## config.mk

```make
export PLATFORM = sky130hd
export DESIGN_NAME = core_pipeline
export DESIGN_NICKNAME = d
export VERILOG_FILES = /design/src/verilog/rv_pkg.sv /design/src/verilog/alu.sv /design/src/verilog/reg_file.sv /design/src/verilog/fetch_unit.sv /design/src/verilog/decode_stage.sv /design/src/verilog/execute_stage.sv /design/src/verilog/core_pipeline.sv
export SDC_FILE = /design/constraint.sdc
export NUM_CORES = 2
export LEC_CHECK = 0
export BUFFER_PORTS_ARGS = -buffer_cell sky130_fd_sc_hd__clkbuf_2
export CAP_MARGIN = 20
export CORE_MARGIN = 2
export CORE_UTILIZATION = 50
export DETAILED_ROUTE_END_ITERATION = 6
export PLACE_DENSITY = 0.77
export SLEW_MARGIN = 10
export SYNTH_ARGS = -nofsm -noshare
export SYNTH_HDL_FRONTEND = slang
export SYNTH_SLANG_ARGS = --single-unit
```

## constraint.sdc

```tcl
create_clock -name clk -period 12.7 [get_ports clk]
set_input_delay 3.81 -clock clk [delete_from_list [all_inputs] [get_ports clk]]
set_output_delay 3.81 -clock clk [all_outputs]
set_load 0.01 [all_outputs]
```

## src/verilog/rv_pkg.sv

```systemverilog
`default_nettype none

package rv_pkg;

  // ==============================
  // widths
  // ==============================
  localparam int unsigned XLEN       = 32;
  localparam int unsigned REG_ADDR_W = 5;
  localparam int unsigned ALU_OP_W   = 4;

  // ==============================
  // alu operation codes
  // ==============================
  localparam logic [ALU_OP_W-1:0] ALU_ADD  = 4'd0;
  localparam logic [ALU_OP_W-1:0] ALU_SUB  = 4'd1;
  localparam logic [ALU_OP_W-1:0] ALU_SLL  = 4'd2;
  localparam logic [ALU_OP_W-1:0] ALU_SLT  = 4'd3;
  localparam logic [ALU_OP_W-1:0] ALU_SLTU = 4'd4;
  localparam logic [ALU_OP_W-1:0] ALU_XOR  = 4'd5;
  localparam logic [ALU_OP_W-1:0] ALU_SRL  = 4'd6;
  localparam logic [ALU_OP_W-1:0] ALU_SRA  = 4'd7;
  localparam logic [ALU_OP_W-1:0] ALU_OR   = 4'd8;
  localparam logic [ALU_OP_W-1:0] ALU_AND  = 4'd9;

  // major opcodes handled by this core
  localparam logic [6:0] OPC_OP     = 7'b0110011;
  localparam logic [6:0] OPC_OP_IMM = 7'b0010011;
  localparam logic [6:0] OPC_LUI    = 7'b0110111;
  localparam logic [6:0] OPC_AUIPC  = 7'b0010111;

  // addi x0, x0, 0
  localparam logic [XLEN-1:0] NOP_INST = 32'h0000_0013;

  // two views of one instruction word
  // u-type immediate is i.imm, i.rs1 and i.funct3 taken together
  typedef union packed {
    struct packed {
      logic [6:0]            funct7;
      logic [REG_ADDR_W-1:0] rs2;
      logic [REG_ADDR_W-1:0] rs1;
      logic [2:0]            funct3;
      logic [REG_ADDR_W-1:0] rd;
      logic [6:0]            opcode;
    } r;
    struct packed {
      logic [11:0]           imm;
      logic [REG_ADDR_W-1:0] rs1;
      logic [2:0]            funct3;
      logic [REG_ADDR_W-1:0] rd;
      logic [6:0]            opcode;
    } i;
  } inst_u;

endpackage

`default_nettype wire

```

## src/verilog/alu.sv

```systemverilog
`timescale 1ns/1ps
`default_nettype none

module alu (
  input  logic [rv_pkg::ALU_OP_W-1:0] op_i,
  input  logic [rv_pkg::XLEN-1:0]     a_i,
  input  logic [rv_pkg::XLEN-1:0]     b_i,
  output logic [rv_pkg::XLEN-1:0]     y_o
);
  import rv_pkg::*;

  localparam int unsigned SHAMT_W = $clog2(XLEN);

  logic [SHAMT_W-1:0] shamt;
  logic               lt_signed;
  logic               lt_unsigned;

  // only the low bits of b count for shifts
  assign shamt       = b_i[SHAMT_W-1:0];
  assign lt_signed   = $signed(a_i) < $signed(b_i);
  assign lt_unsigned = a_i < b_i;

  always_comb begin
    case (op_i)
      ALU_ADD:  y_o = a_i + b_i;
      ALU_SUB:  y_o = a_i - b_i;
      ALU_SLL:  y_o = a_i << shamt;
      ALU_SLT:  y_o = {{(XLEN-1){1'b0}}, lt_signed};
      ALU_SLTU: y_o = {{(XLEN-1){1'b0}}, lt_unsigned};
      ALU_XOR:  y_o = a_i ^ b_i;
      ALU_SRL:  y_o = a_i >> shamt;
      ALU_SRA:  y_o = $signed(a_i) >>> shamt;
      ALU_OR:   y_o = a_i | b_i;
      ALU_AND:  y_o = a_i & b_i;
      // unused codes
      default:  y_o = '0;
    endcase
  end

endmodule

`default_nettype wire

```

## src/verilog/reg_file.sv

```systemverilog
`timescale 1ns/1ps
`default_nettype none

module reg_file (
  input  logic                          clk,
  input  logic                          reset_i,
  input  logic [rv_pkg::REG_ADDR_W-1:0] rs1_i,
  input  logic [rv_pkg::REG_ADDR_W-1:0] rs2_i,
  output logic [rv_pkg::XLEN-1:0]       rs1_data_o,
  output logic [rv_pkg::XLEN-1:0]       rs2_data_o,
  input  logic                          wen_i,
  input  logic [rv_pkg::REG_ADDR_W-1:0] rd_i,
  input  logic [rv_pkg::XLEN-1:0]       wd_i
);
  import rv_pkg::*;

  localparam int unsigned NUM_REGS = 1 << REG_ADDR_W;

  logic [XLEN-1:0] regs [NUM_REGS];

  // x0 is never written
  always_ff @(posedge clk) begin
    if (reset_i) begin
      for (int k = 0; k < NUM_REGS; k++) begin
        regs[k] <= '0;
      end
    end else if (wen_i && (rd_i != '0)) begin
      regs[rd_i] <= wd_i;
    end
  end

  // a same-cycle write wins over the stored value
  // x0 keeps its reset zero since neither write nor bypass takes rd 0
  function automatic logic [XLEN-1:0] read_port(input logic [REG_ADDR_W-1:0] addr);
    if (wen_i && (rd_i != '0) && (addr == rd_i)) begin
      return wd_i;
    end
    return regs[addr];
  endfunction

  always_comb begin
    rs1_data_o = read_port(rs1_i);
    rs2_data_o = read_port(rs2_i);
  end

  x0_reads_zero: assert property (@(posedge clk) disable iff (reset_i)
    ((rs1_i != '0) || (rs1_data_o == '0)) && ((rs2_i != '0) || (rs2_data_o == '0)));

endmodule

`default_nettype wire

```

## src/verilog/fetch_unit.sv

```systemverilog
`timescale 1ns/1ps
`default_nettype none

module fetch_unit #(
  parameter logic [rv_pkg::XLEN-1:0] RESET_PC = '0
) (
  input  logic                    clk,
  input  logic                    reset_i,
  input  logic [rv_pkg::XLEN-1:0] inst_i,
  output logic [rv_pkg::XLEN-1:0] pc_o,
  output logic [rv_pkg::XLEN-1:0] if_pc_o,
  output logic [rv_pkg::XLEN-1:0] if_inst_o
);
  import rv_pkg::*;

  logic [XLEN-1:0] pc_q;

  // no redirects, so the pc only ever steps forward
  always_ff @(posedge clk) begin
    if (reset_i) begin
      pc_q <= RESET_PC;
    end else begin
      pc_q <= pc_q + XLEN'(4);
    end
  end

  assign pc_o = pc_q;

  // ==============================
  // fetch/decode register
  // ==============================
  always_ff @(posedge clk) begin
    if (reset_i) begin
      if_inst_o <= NOP_INST;
    end else begin
      if_inst_o <= inst_i;
    end
  end

  always_ff @(posedge clk) begin
    if_pc_o <= pc_q;
  end

  pc_word_aligned: assert property (@(posedge clk) disable iff (reset_i) pc_q[1:0] == 2'b00);

endmodule

`default_nettype wire

```

## src/verilog/decode_stage.sv

```systemverilog
`timescale 1ns/1ps
`default_nettype none

module decode_stage (
  input  logic                          clk,
  input  logic                          reset_i,
  input  logic [rv_pkg::XLEN-1:0]       if_pc_i,
  input  logic [rv_pkg::XLEN-1:0]       if_inst_i,
  input  logic                          wb_wen_i,
  input  logic [rv_pkg::REG_ADDR_W-1:0] wb_rd_i,
  input  logic [rv_pkg::XLEN-1:0]       wb_data_i,
  output logic [rv_pkg::XLEN-1:0]       ex_pc_o,
  output logic [rv_pkg::XLEN-1:0]       ex_rs1_data_o,
  output logic [rv_pkg::XLEN-1:0]       ex_rs2_data_o,
  output logic [rv_pkg::XLEN-1:0]       ex_imm_o,
  output logic [rv_pkg::REG_ADDR_W-1:0] ex_rs1_o,
  output logic [rv_pkg::REG_ADDR_W-1:0] ex_rs2_o,
  output logic [rv_pkg::REG_ADDR_W-1:0] ex_rd_o,
  output logic [rv_pkg::ALU_OP_W-1:0]   ex_alu_op_o,
  output logic                          ex_use_imm_o,
  output logic                          ex_op1_pc_o,
  output logic                          ex_op1_zero_o,
  output logic                          ex_wen_o
);
  import rv_pkg::*;

  inst_u                 inst;
  logic [XLEN-1:0]       imm_i;
  logic [XLEN-1:0]       imm_u;
  logic [XLEN-1:0]       imm;
  logic [XLEN-1:0]       rs1_data;
  logic [XLEN-1:0]       rs2_data;
  logic [ALU_OP_W-1:0]   alu_op;
  logic                  use_imm;
  logic                  op1_pc;
  logic                  op1_zero;
  logic                  wen;

  assign inst = if_inst_i;

  // register file reads in decode, writeback bypass lives inside it
  reg_file reg_file_inst (
    .clk       (clk),
    .reset_i   (reset_i),
    .rs1_i     (inst.r.rs1),
    .rs2_i     (inst.r.rs2),
    .rs1_data_o(rs1_data),
    .rs2_data_o(rs2_data),
    .wen_i     (wb_wen_i),
    .rd_i      (wb_rd_i),
    .wd_i      (wb_data_i)
  );

  // immediates
  assign imm_i = {{(XLEN-12){inst.i.imm[11]}}, inst.i.imm};
  assign imm_u = {inst.i.imm, inst.i.rs1, inst.i.funct3, 12'b0};

  // sub only exists in the register group, sra in both
  function automatic logic [ALU_OP_W-1:0] alu_code(input logic [2:0] f3,
                                                  input logic       f7_b5,
                                                  input logic       is_reg);
    case (f3)
      3'b000:  return (is_reg && f7_b5) ? ALU_SUB : ALU_ADD;
      3'b001:  return ALU_SLL;
      3'b010:  return ALU_SLT;
      3'b011:  return ALU_SLTU;
      3'b100:  return ALU_XOR;
      3'b101:  return f7_b5 ? ALU_SRA : ALU_SRL;
      3'b110:  return ALU_OR;
      default: return ALU_AND;
    endcase
  endfunction

  // ==============================
  // control decode
  // ==============================
  always_comb begin
    alu_op   = ALU_ADD;
    use_imm  = 1'b0;
    op1_pc   = 1'b0;
    op1_zero = 1'b0;
    wen      = 1'b0;
    imm      = imm_i;
    case (inst.r.opcode)
      OPC_OP: begin
        wen    = 1'b1;
        alu_op = alu_code(inst.r.funct3, inst.r.funct7[5], 1'b1);
      end
      OPC_OP_IMM: begin
        wen     = 1'b1;
        use_imm = 1'b1;
        alu_op  = alu_code(inst.r.funct3, inst.r.funct7[5], 1'b0);
      end
      OPC_LUI: begin
        wen      = 1'b1;
        use_imm  = 1'b1;
        op1_zero = 1'b1;
        imm      = imm_u;
      end
      OPC_AUIPC: begin
        wen     = 1'b1;
        use_imm = 1'b1;
        op1_pc  = 1'b1;
        imm     = imm_u;
      end
      default: begin
        wen = 1'b0;
      end
    endcase
    // writes to x0 are dropped here
    if (inst.r.rd == '0) begin
      wen = 1'b0;
    end
  end

  // ==============================
  // decode/execute register
  // ==============================
  always_ff @(posedge clk) begin
    if (reset_i) begin
      ex_wen_o <= 1'b0;
    end else begin
      ex_wen_o <= wen;
    end
  end

  always_ff @(posedge clk) begin
    ex_pc_o       <= if_pc_i;
    ex_rs1_data_o <= rs1_data;
    ex_rs2_data_o <= rs2_data;
    ex_imm_o      <= imm;
    ex_rs1_o      <= inst.r.rs1;
    ex_rs2_o      <= inst.r.rs2;
    ex_rd_o       <= inst.r.rd;
    ex_alu_op_o   <= alu_op;
    ex_use_imm_o  <= use_imm;
    ex_op1_pc_o   <= op1_pc;
    ex_op1_zero_o <= op1_zero;
  end

endmodule

`default_nettype wire

```

## src/verilog/execute_stage.sv

```systemverilog
`timescale 1ns/1ps
`default_nettype none

module execute_stage (
  input  logic                          clk,
  input  logic                          reset_i,
  input  logic [rv_pkg::XLEN-1:0]       ex_pc_i,
  input  logic [rv_pkg::XLEN-1:0]       ex_rs1_data_i,
  input  logic [rv_pkg::XLEN-1:0]       ex_rs2_data_i,
  input  logic [rv_pkg::XLEN-1:0]       ex_imm_i,
  input  logic [rv_pkg::REG_ADDR_W-1:0] ex_rs1_i,
  input  logic [rv_pkg::REG_ADDR_W-1:0] ex_rs2_i,
  input  logic [rv_pkg::REG_ADDR_W-1:0] ex_rd_i,
  input  logic [rv_pkg::ALU_OP_W-1:0]   ex_alu_op_i,
  input  logic                          ex_use_imm_i,
  input  logic                          ex_op1_pc_i,
  input  logic                          ex_op1_zero_i,
  input  logic                          ex_wen_i,
  output logic                          wb_wen_o,
  output logic [rv_pkg::REG_ADDR_W-1:0] wb_rd_o,
  output logic [rv_pkg::XLEN-1:0]       wb_data_o
);
  import rv_pkg::*;

  // memory stage view, kept for forwarding
  logic                  mem_wen;
  logic [REG_ADDR_W-1:0] mem_rd;
  logic [XLEN-1:0]       mem_result;

  logic [XLEN-1:0]       rs1_fwd;
  logic [XLEN-1:0]       rs2_fwd;
  logic [XLEN-1:0]       op1;
  logic [XLEN-1:0]       op2;
  logic [XLEN-1:0]       alu_y;

  // ==============================
  // forwarding
  // ==============================

  // younger producer first. x0 can't match, decode never enables it
  function automatic logic [XLEN-1:0] forward(input logic [REG_ADDR_W-1:0] rs,
                                              input logic [XLEN-1:0]       reg_data);
    if (mem_wen && (mem_rd == rs)) begin
      return mem_result;
    end
    if (wb_wen_o && (wb_rd_o == rs)) begin
      return wb_data_o;
    end
    return reg_data;
  endfunction

  always_comb begin
    rs1_fwd = forward(ex_rs1_i, ex_rs1_data_i);
    rs2_fwd = forward(ex_rs2_i, ex_rs2_data_i);
  end

  // operand select: lui takes zero, auipc takes the pc
  always_comb begin
    if (ex_op1_zero_i) begin
      op1 = '0;
    end else if (ex_op1_pc_i) begin
      op1 = ex_pc_i;
    end else begin
      op1 = rs1_fwd;
    end
    op2 = ex_use_imm_i ? ex_imm_i : rs2_fwd;
  end

  alu alu_inst (
    .op_i(ex_alu_op_i),
    .a_i (op1),
    .b_i (op2),
    .y_o (alu_y)
  );

  // ==============================
  // execute/memory register
  // ==============================
  always_ff @(posedge clk) begin
    if (reset_i) begin
      mem_wen <= 1'b0;
    end else begin
      mem_wen <= ex_wen_i;
    end
  end

  always_ff @(posedge clk) begin
    mem_rd     <= ex_rd_i;
    mem_result <= alu_y;
  end

  // ==============================
  // memory/writeback register
  // ==============================
  always_ff @(posedge clk) begin
    if (reset_i) begin
      wb_wen_o <= 1'b0;
    end else begin
      wb_wen_o <= mem_wen;
    end
  end

  always_ff @(posedge clk) begin
    wb_rd_o   <= mem_rd;
    wb_data_o <= mem_result;
  end

  // the x0 filter sits three stages back in decode
  wb_rd_nonzero: assert property (@(posedge clk) disable iff (reset_i)
    wb_wen_o |-> (wb_rd_o != '0));

endmodule

`default_nettype wire

```

## src/verilog/core_pipeline.sv

```systemverilog
`timescale 1ns/1ps
`default_nettype none

module core_pipeline #(
  parameter  logic [rv_pkg::XLEN-1:0] RESET_PC   = '0,
  localparam int unsigned             XLEN       = rv_pkg::XLEN,
  localparam int unsigned             REG_ADDR_W = rv_pkg::REG_ADDR_W,
  localparam int unsigned             ALU_OP_W   = rv_pkg::ALU_OP_W
) (
  input  logic                  clk,
  input  logic                  reset_i,
  output logic [XLEN-1:0]       pc_o,
  input  logic [XLEN-1:0]       inst_i,
  output logic                  wb_valid_o,
  output logic [REG_ADDR_W-1:0] wb_rd_o,
  output logic [XLEN-1:0]       wb_data_o
);

  // fetch to decode
  logic [XLEN-1:0]       if_pc;
  logic [XLEN-1:0]       if_inst;

  // decode/execute register outputs
  logic [XLEN-1:0]       ex_pc;
  logic [XLEN-1:0]       ex_rs1_data;
  logic [XLEN-1:0]       ex_rs2_data;
  logic [XLEN-1:0]       ex_imm;
  logic [REG_ADDR_W-1:0] ex_rs1;
  logic [REG_ADDR_W-1:0] ex_rs2;
  logic [REG_ADDR_W-1:0] ex_rd;
  logic [ALU_OP_W-1:0]   ex_alu_op;
  logic                  ex_use_imm;
  logic                  ex_op1_pc;
  logic                  ex_op1_zero;
  logic                  ex_wen;

  // writeback, back into the register file and out
  logic                  wb_wen;
  logic [REG_ADDR_W-1:0] wb_rd;
  logic [XLEN-1:0]       wb_data;

  fetch_unit #(
    .RESET_PC(RESET_PC)
  ) fetch_inst (
    .clk      (clk),
    .reset_i  (reset_i),
    .inst_i   (inst_i),
    .pc_o     (pc_o),
    .if_pc_o  (if_pc),
    .if_inst_o(if_inst)
  );

  decode_stage decode_inst (
    .clk          (clk),
    .reset_i      (reset_i),
    .if_pc_i      (if_pc),
    .if_inst_i    (if_inst),
    .wb_wen_i     (wb_wen),
    .wb_rd_i      (wb_rd),
    .wb_data_i    (wb_data),
    .ex_pc_o      (ex_pc),
    .ex_rs1_data_o(ex_rs1_data),
    .ex_rs2_data_o(ex_rs2_data),
    .ex_imm_o     (ex_imm),
    .ex_rs1_o     (ex_rs1),
    .ex_rs2_o     (ex_rs2),
    .ex_rd_o      (ex_rd),
    .ex_alu_op_o  (ex_alu_op),
    .ex_use_imm_o (ex_use_imm),
    .ex_op1_pc_o  (ex_op1_pc),
    .ex_op1_zero_o(ex_op1_zero),
    .ex_wen_o     (ex_wen)
  );

  execute_stage execute_inst (
    .clk          (clk),
    .reset_i      (reset_i),
    .ex_pc_i      (ex_pc),
    .ex_rs1_data_i(ex_rs1_data),
    .ex_rs2_data_i(ex_rs2_data),
    .ex_imm_i     (ex_imm),
    .ex_rs1_i     (ex_rs1),
    .ex_rs2_i     (ex_rs2),
    .ex_rd_i      (ex_rd),
    .ex_alu_op_i  (ex_alu_op),
    .ex_use_imm_i (ex_use_imm),
    .ex_op1_pc_i  (ex_op1_pc),
    .ex_op1_zero_i(ex_op1_zero),
    .ex_wen_i     (ex_wen),
    .wb_wen_o     (wb_wen),
    .wb_rd_o      (wb_rd),
    .wb_data_o    (wb_data)
  );

  assign wb_valid_o = wb_wen;
  assign wb_rd_o    = wb_rd;
  assign wb_data_o  = wb_data;

endmodule

`default_nettype wire

```

==> Word-level counts from Yosys, hierarchy flattened <==
Memory sizes are Yosys's and may differ from the RTL's. A register that Yosys moved wholly into a read port is not among the register bits.
Cells that the tools add are included.
{ "totals": {"regBits": 323, "mem_bits_rw": 1024, "inputBits": 34, "elab_cells": 119, "n_memories": 1} }
{ "memory_table": {"columns": ["memory", "words", "width", "rd", "rd_ports_with_merged_regs", "wr", "line_no", "source"], "rows": [
  ["decode_inst.reg_file_inst.regs", 32, 32, 2, 2, 32, "reg_file.sv:19", "logic [XLEN-1:0] regs [NUM_REGS];"]
]} }
{ "classes": {"addsub": 3, "order_cmp": 2, "eq_ne": 25, "shift": 3, "mux": 44, "bitwise_logic": 3, "n_reduce_logical": 16} }
{ "op_table": {"columns": ["operator", "n"], "rows": [
  ["$mux W32", 16],
  ["$pmux W32 S10", 1],
  ["$lt A32 B32 Y1", 2],
  ["$pmux W4 S7", 2],
  ["$add A32 B3 Y32 const B", 1],
  ["$add A32 B32 Y32", 1],
  ["$and A32 B32 Y32", 1],
  ["$or A32 B32 Y32", 1],
  ["$reduce_or A32 Y1", 1],
  ["$shl A32 B5 Y32", 1],
  ["$shr A32 B5 Y32", 1],
  ["$sshr A32 B5 Y32", 1],
  ["$sub A32 B32 Y32", 1],
  ["$xor A32 B32 Y32", 1],
  ["$mux W31", 1],
  ["$eq A5 B5 Y1", 6],
  ["$mux W1", 20],
  ["$eq A4 B3 Y1 const B", 4],
  ["$mux W5", 3],
  ["$eq A7 B5 Y1 const B", 2],
  ["$eq A7 B6 Y1 const B", 2],
  ["$eq A3 B3 Y1 const B", 3],
  ["$eq A4 B2 Y1 const B", 2],
  ["$eq A4 B4 Y1 const B", 2],
  ["other kinds (12)", 20]
]} }

==> Longest topological paths before layout <==
{ "depth": {"ltp_word": 10, "depth_mapped": 23} }

==> Cells and area by module <==
Synthesis repeated with hierarchy kept, for this count alone.
{ "hier_totals": {"cells_unflattened": 5627, "area_unflattened_um2": 72883.7} }
{ "modules_own_cells": {"columns": ["mod", "instances", "cells_per_inst", "area_per_inst_um2", "seq_area_each_um2"], "rows": [
  ["reg_file", 1, 3494, 54461.0, 30749.5],
  ["alu", 1, 1231, 8196.6, 0.0],
  ["execute_stage", 1, 430, 3930.0, 1521.5],
  ["decode_stage", 1, 212, 3457.1, 3022.9],
  ["fetch_unit", 1, 260, 2839.0, 1841.8]
]} }

==> Worst setup path before layout <==
Ideal clock, no wire load.
{ "synth_path": {"kind": "in2reg", "from": "in reset_i", "to": "mem decode_inst.reg_file_inst.regs[12][0], enable pin", "setup_ns": 0.375, "arrival_ns": 5.465, "setup_slack_ns": 6.860, "path_stages": 6, "path_cell_list": "clkbuf_1 > or4_1 > clkbuf_1 > clkbuf_1 > nor2_1 > or2_2"} }
{ "synth_rtl": {"columns": ["element", "line_no", "source"], "rows": [
  ["start: declaration", "core_pipeline.sv:11", "input logic reset_i,"],
  ["end: declaration", "reg_file.sv:19", null]
]} }

==> Worst setup path in the final report <==
{ "layout_path": {"from": "reg execute_inst.wb_rd_o[4] (netlist name)", "to": "reg execute_inst.mem_result[0]"} }
{ "layout_between": {"elab_chain_cells": 10, "elab_cells_between_ends": 28} }
{ "layout_lines": {"columns": ["element", "line_no", "source"], "rows": [
  ["start: declaration", "execute_stage.sv:20", "output logic [rv_pkg::REG_ADDR_W-1:0] wb_rd_o,"],
  ["start signal: assignment", "execute_stage.sv:104", "wb_rd_o <= mem_rd;"],
  ["$eq A5 B5 Y1", "execute_stage.sv:46", "if (wb_wen_o && (wb_rd_o == rs)) begin"],
  ["$logic_and A1 B1 Y1", "execute_stage.sv:46", null],
  ["$mux W1 (2 in a row)", "execute_stage.sv:46", null],
  ["$mux W32", "execute_stage.sv:49", "return reg_data;"],
  ["$mux W32", "execute_stage.sv:46", null],
  ["$mux W32", "execute_stage.sv:61", "end else if (ex_op1_pc_i) begin"],
  ["$mux W32", "execute_stage.sv:59", "if (ex_op1_zero_i) begin"],
  ["$sub A32 B32 Y32, or another cell as far along", "alu.sv:26", "ALU_SUB: y_o = a_i - b_i;"],
  ["$pmux W32 S10 (*)", "alu.sv:24", "case (op_i)"],
  ["net execute_inst.alu_inst.y_o (one bit)", "alu.sv:8", "output logic [rv_pkg::XLEN-1:0] y_o"],
  ["end signal: assignment", "execute_stage.sv:89", "mem_result <= alu_y;"],
  ["end: declaration", "execute_stage.sv:28", "logic [XLEN-1:0] mem_result;"]
]} }
Mark *: on every way through the listed nets, which the timed path passes. The rest lies on a longest branch. The select of a mux whose other input is x is not followed.
A chain may end at the register's enable or synchronous reset.

==> run summary <==
leading area contributor after synthesis = edfxtp_1
# hold bufs at CTS = 0
Clock transition at path regs = 70 ps
CTS H-tree lvls = 4
grt ovf = 0
outcome = complete, no violations
Compound-Gate Fraction of Synth Area = 6.02%
Via Count = 49,800
pin count of the biggest net entering global routing = 129
Post-route DRC = 0
RSZ-0062 raised after global routing = false
Async SR Flop Fraction = 0%
Wirelength per Cell = 34.6 um
Final Hold Fails = 0
hold path start = fetch_inst.if_pc_o[25]
Worst path max stage delay = 960 ps
Seq pwr share = 41.0%
vias per inst = 6.81
Core Area = 144,000 um2
crit share post-route = 63.3%
Setup TNS = 0 ps
count of TritonRoute iterations in the first routing pass = 7
post-CTS resize count = 0
Initial DRC Count = 8,844
Sw Pwr = 0.00449 W
worst reg2reg startpoint = execute_inst.wb_rd_o[4]
top cells by area, synth = edfxtp_1 (42%), mux4_2 (20%), dfxtp_1 (8.8%)
Max Root-Sink Buffers = 3
ratio of cells with drive above 1 in the final layout = 22.9%
worst path required time = 13,360 ps
area grow syn2layout = 9.69%
r2r setup slk = 4660 ps
Root Driver = clkbuf_16
Simple-Gate Fraction of Synth Area = 13.1%
crit path cell chain = xor2_1, nor4_1, and3_2, mux2_2, a222oi_1, inv_1, ha_1, or4_1, or4b_2, a311oi_1, nor3b_1, o311ai_0, o221ai_1, nor3b_1, nor3_1, a211oi_1, nand4_1
hold depth = 0
CP endpoint kind = flop
postcts setup bufs = 0
most used cell, CP = nor3b_1
initial antenna violation count = 34
MaxCap Viol Count = 0
Peak Freq = 124 MHz
first-pass GRT wire length = 354 mm
Crit Path Category = flop to flop
sw frac = 35.0%
number of synthesized flops with an enable pin = 1,024
Comb power frac = 26.4%
share of the synthesized area in the top cell type = 42.4%
Seq cells post-synth = 1,341
Clock power frac = 32.6%
largest family of logic cells by synthesized area = multiplexers
Critical Path Source Type = flop
drt total wl = 253 mm
warnings from Yosys = 0
PwrDens = 161 nW/um2
mux cell area share after synthesis = 23.9%
XOR/XNOR share of the synthesized area = 0.798%
max_slew headroom = 15.9%
Syn Inst Count = 5,383
gpl congestion = 1.02
fin crit period = 8040 ps
Final setup viols = 0
# IOs = 104
I/O Buffers = 101
chip height = 385 um
gr usage total = 34.1%
clk_skew = 31.9 ps
TritonCTS buffer count = 142
number of global-route vias before repair = 47,300
Post-Synthesis Cell Area = 72,500 um2
Endpoint, Worst Hold = decode_inst.ex_pc_o[25]
CP arrival = 8700 ps
num rows = 139
reg2reg path depth = 17
post-synthesis adder-cell area fraction = 1.75%
Avg Cell Area, Syn = 13.5 um2
Hold Path Class = flop to flop
top_reg_cell synth = edfxtp_1
power consumption = 0.0128 W
die footprint = 148,000 um2
DP HPWL = 171 mm
reg2reg end = execute_inst.mem_result[0]
sequential area share after synthesis = 51.2%
CP max FO = 32
Cell variety after synth = 80
Die Wd = 385 um
Initial Utilization = 50.4%
Lkg Pwr = 28.8 nW
Clock Latency Late Sink = 800 ps
slew at the pin closest to its max-slew limit = 1260 ps
VDD IR max = 0.199 mV
clock tree from TritonCTS = yes
Slew Limit Fails = 0
fin util = 55.3%
post-layout net count = 5,422
post-route ant nets = 0
Cell Int Power = 0.00832 W
CTS Sinks = 1,341
slowest stage cell on the critical path = a222oi_1
# fillers = 11,300
-- synth_stat cells (all sizes together), types with 8 or more instances --
cell and instances:
a211oi 49, a21o 61, a21oi 99, a221o 26
a221oi 31, a222oi 24, a22oi 14, a31oi 16
and2 977, and3 14, buf 89, clkbuf 422
dfxtp 317, edfxtp 1024, ha 98, inv 104
mux2 60, mux2i 216, mux4 641, nand2 197
nand2b 15, nand3 54, nand4 13, nor2 242
nor2b 52, nor3 62, nor4 14, o211ai 32
o21ai 156, o21bai 13, o221ai 16, o22ai 18
o311ai 8, o31ai 11, or2 36, or3 11
or4 9, xnor2 26, xor2 40
-- layout make-up --
type / count / area [um2] / area share, %
inverter: 105 / 394 / 0.496
clock inverter: 62 / 631 / 0.793
antenna: 9 / 22.5 / 0.0283
clock buffer: 194 / 3950 / 4.96
tap: 1903 / 2380 / 2.99
multi-input combinational: 3459 / 33400 / 42.0
timing repair buffer: 239 / 1620 / 2.03
sequential: 1341 / 37100 / 46.7
-- sequential cells by signal, summed over array words and instances, names as in the netlist, 5 cells and up --
register / count
decode_inst.ex_imm_o: 32
decode_inst.ex_pc_o: 30
decode_inst.ex_rd_o: 5
decode_inst.ex_rs1_data_o: 32
decode_inst.ex_rs1_o: 5
decode_inst.ex_rs2_data_o: 32
decode_inst.ex_rs2_o: 5
decode_inst.reg_file_inst.regs: 1024
execute_inst.mem_rd: 5
execute_inst.mem_result: 32
execute_inst.wb_data_o: 32
execute_inst.wb_rd_o: 5
fetch_inst.if_inst_o: 32
fetch_inst.if_pc_o: 30
fetch_inst.pc_o: 30
-- power groups by stage --
stage / sequential [W] / combinational, W / clock, W
finish: 0.00525 / 0.00338 / 0.00417
global route: 0.00527 / 0.00343 / 0.00432
CTS: 0.00525 / 0.00322 / 0.00417
detailed placement: 0.00533 / 0.00321 / 0
global placement: 0.00532 / 0.00319 / 0
floorplan: 0.00525 / 0.00174 / 0
-- routing by layer --
layer  GRT usage, %  up-vias  share of wire (%)
met5              0        -              0.033
met4           17.0       14                6.3
met1           45.8    24900                 35
met3           13.4      675                 16
met2           48.2     4041                 42
li1               -    20200                  -
-- cell families (layout without fill, tap and decap cells) --
logic type / count (synthesis) / after routing
and+or+nand+nor: 1712 / 1712
other: 1 / 43
muxes: 917 / 917
adders and majority gates: 100 / 100
xor gates and xnor gates: 66 / 66
AOI/OAI and AO/OA: 630 / 630
DFF: 1341 / 1341
buffers and inverters: 616 / 600
-- worst max path at each step --
stage | from | end | slack (ps) | cells after the start
floorplan | reset_i | decode_inst.reg_file_inst.regs[12][0] | 6860 | 6
global placement | execute_inst.wb_rd_o[4] | execute_inst.mem_result[29] | 5100 | 19
detailed placement | execute_inst.wb_rd_o[4] | execute_inst.mem_result[0] | 5010 | 17
CTS | execute_inst.wb_rd_o[4] | execute_inst.mem_result[0] | 4880 | 17
global route | execute_inst.wb_rd_o[4] | execute_inst.mem_result[29] | 4390 | 19
finish | execute_inst.wb_rd_o[4] | execute_inst.mem_result[0] | 4660 | 17
-- through the flow --
step                      cells  hold slack, ps  cell area [um2]  setup WS (ps)
final                      7312             320            79500           4660
after global routing       7303             323            79500           4390
after CTS                  7302             326            79500           4880
after detailed placement   7046             312            74900           5010
after global placement     7046             310            74900           5100
after floorplan            5416             310            72600           6860
-- worst max-delay path: cells and delay by family, from the launching register on --
kind / cells / cell delay, ps
xor gates and xnor gates: 1 / 150
buffers and inverters: 1 / 160
DFF: 1 / 790
adders and majority gates: 1 / 480
and+or+nand+nor: 8 / 3140
AOI/OAI and AO/OA: 5 / 2760
muxes: 1 / 420
-- cell usage in the layout (no fill, tap or decap), drive strengths merged, types with 13 or more instances in the layout --
cell type	instances
a21oi	99
mux4	641
a222oi	24
nor2	242
clkinv	45
inv	112
o221ai	16
dfxtp	317
o21ai	156
nand2	197
and3	14
conb	34
mux2i	216
nor4	14
xnor2	26
clkbuf	294
nand3	54
a21o	61
nand2b	15
o211ai	32
nor2b	52
nor3	62
ha	98
a211oi	49
and2	977
buf	139
mux2	60
xor2	40
or2	36
nand4	13
a221oi	31
o21bai	13
a22oi	14
a221o	26
edfxtp	1024
a31oi	16
o22ai	18
Note: power is estimated with default switching activity, not from simulation.
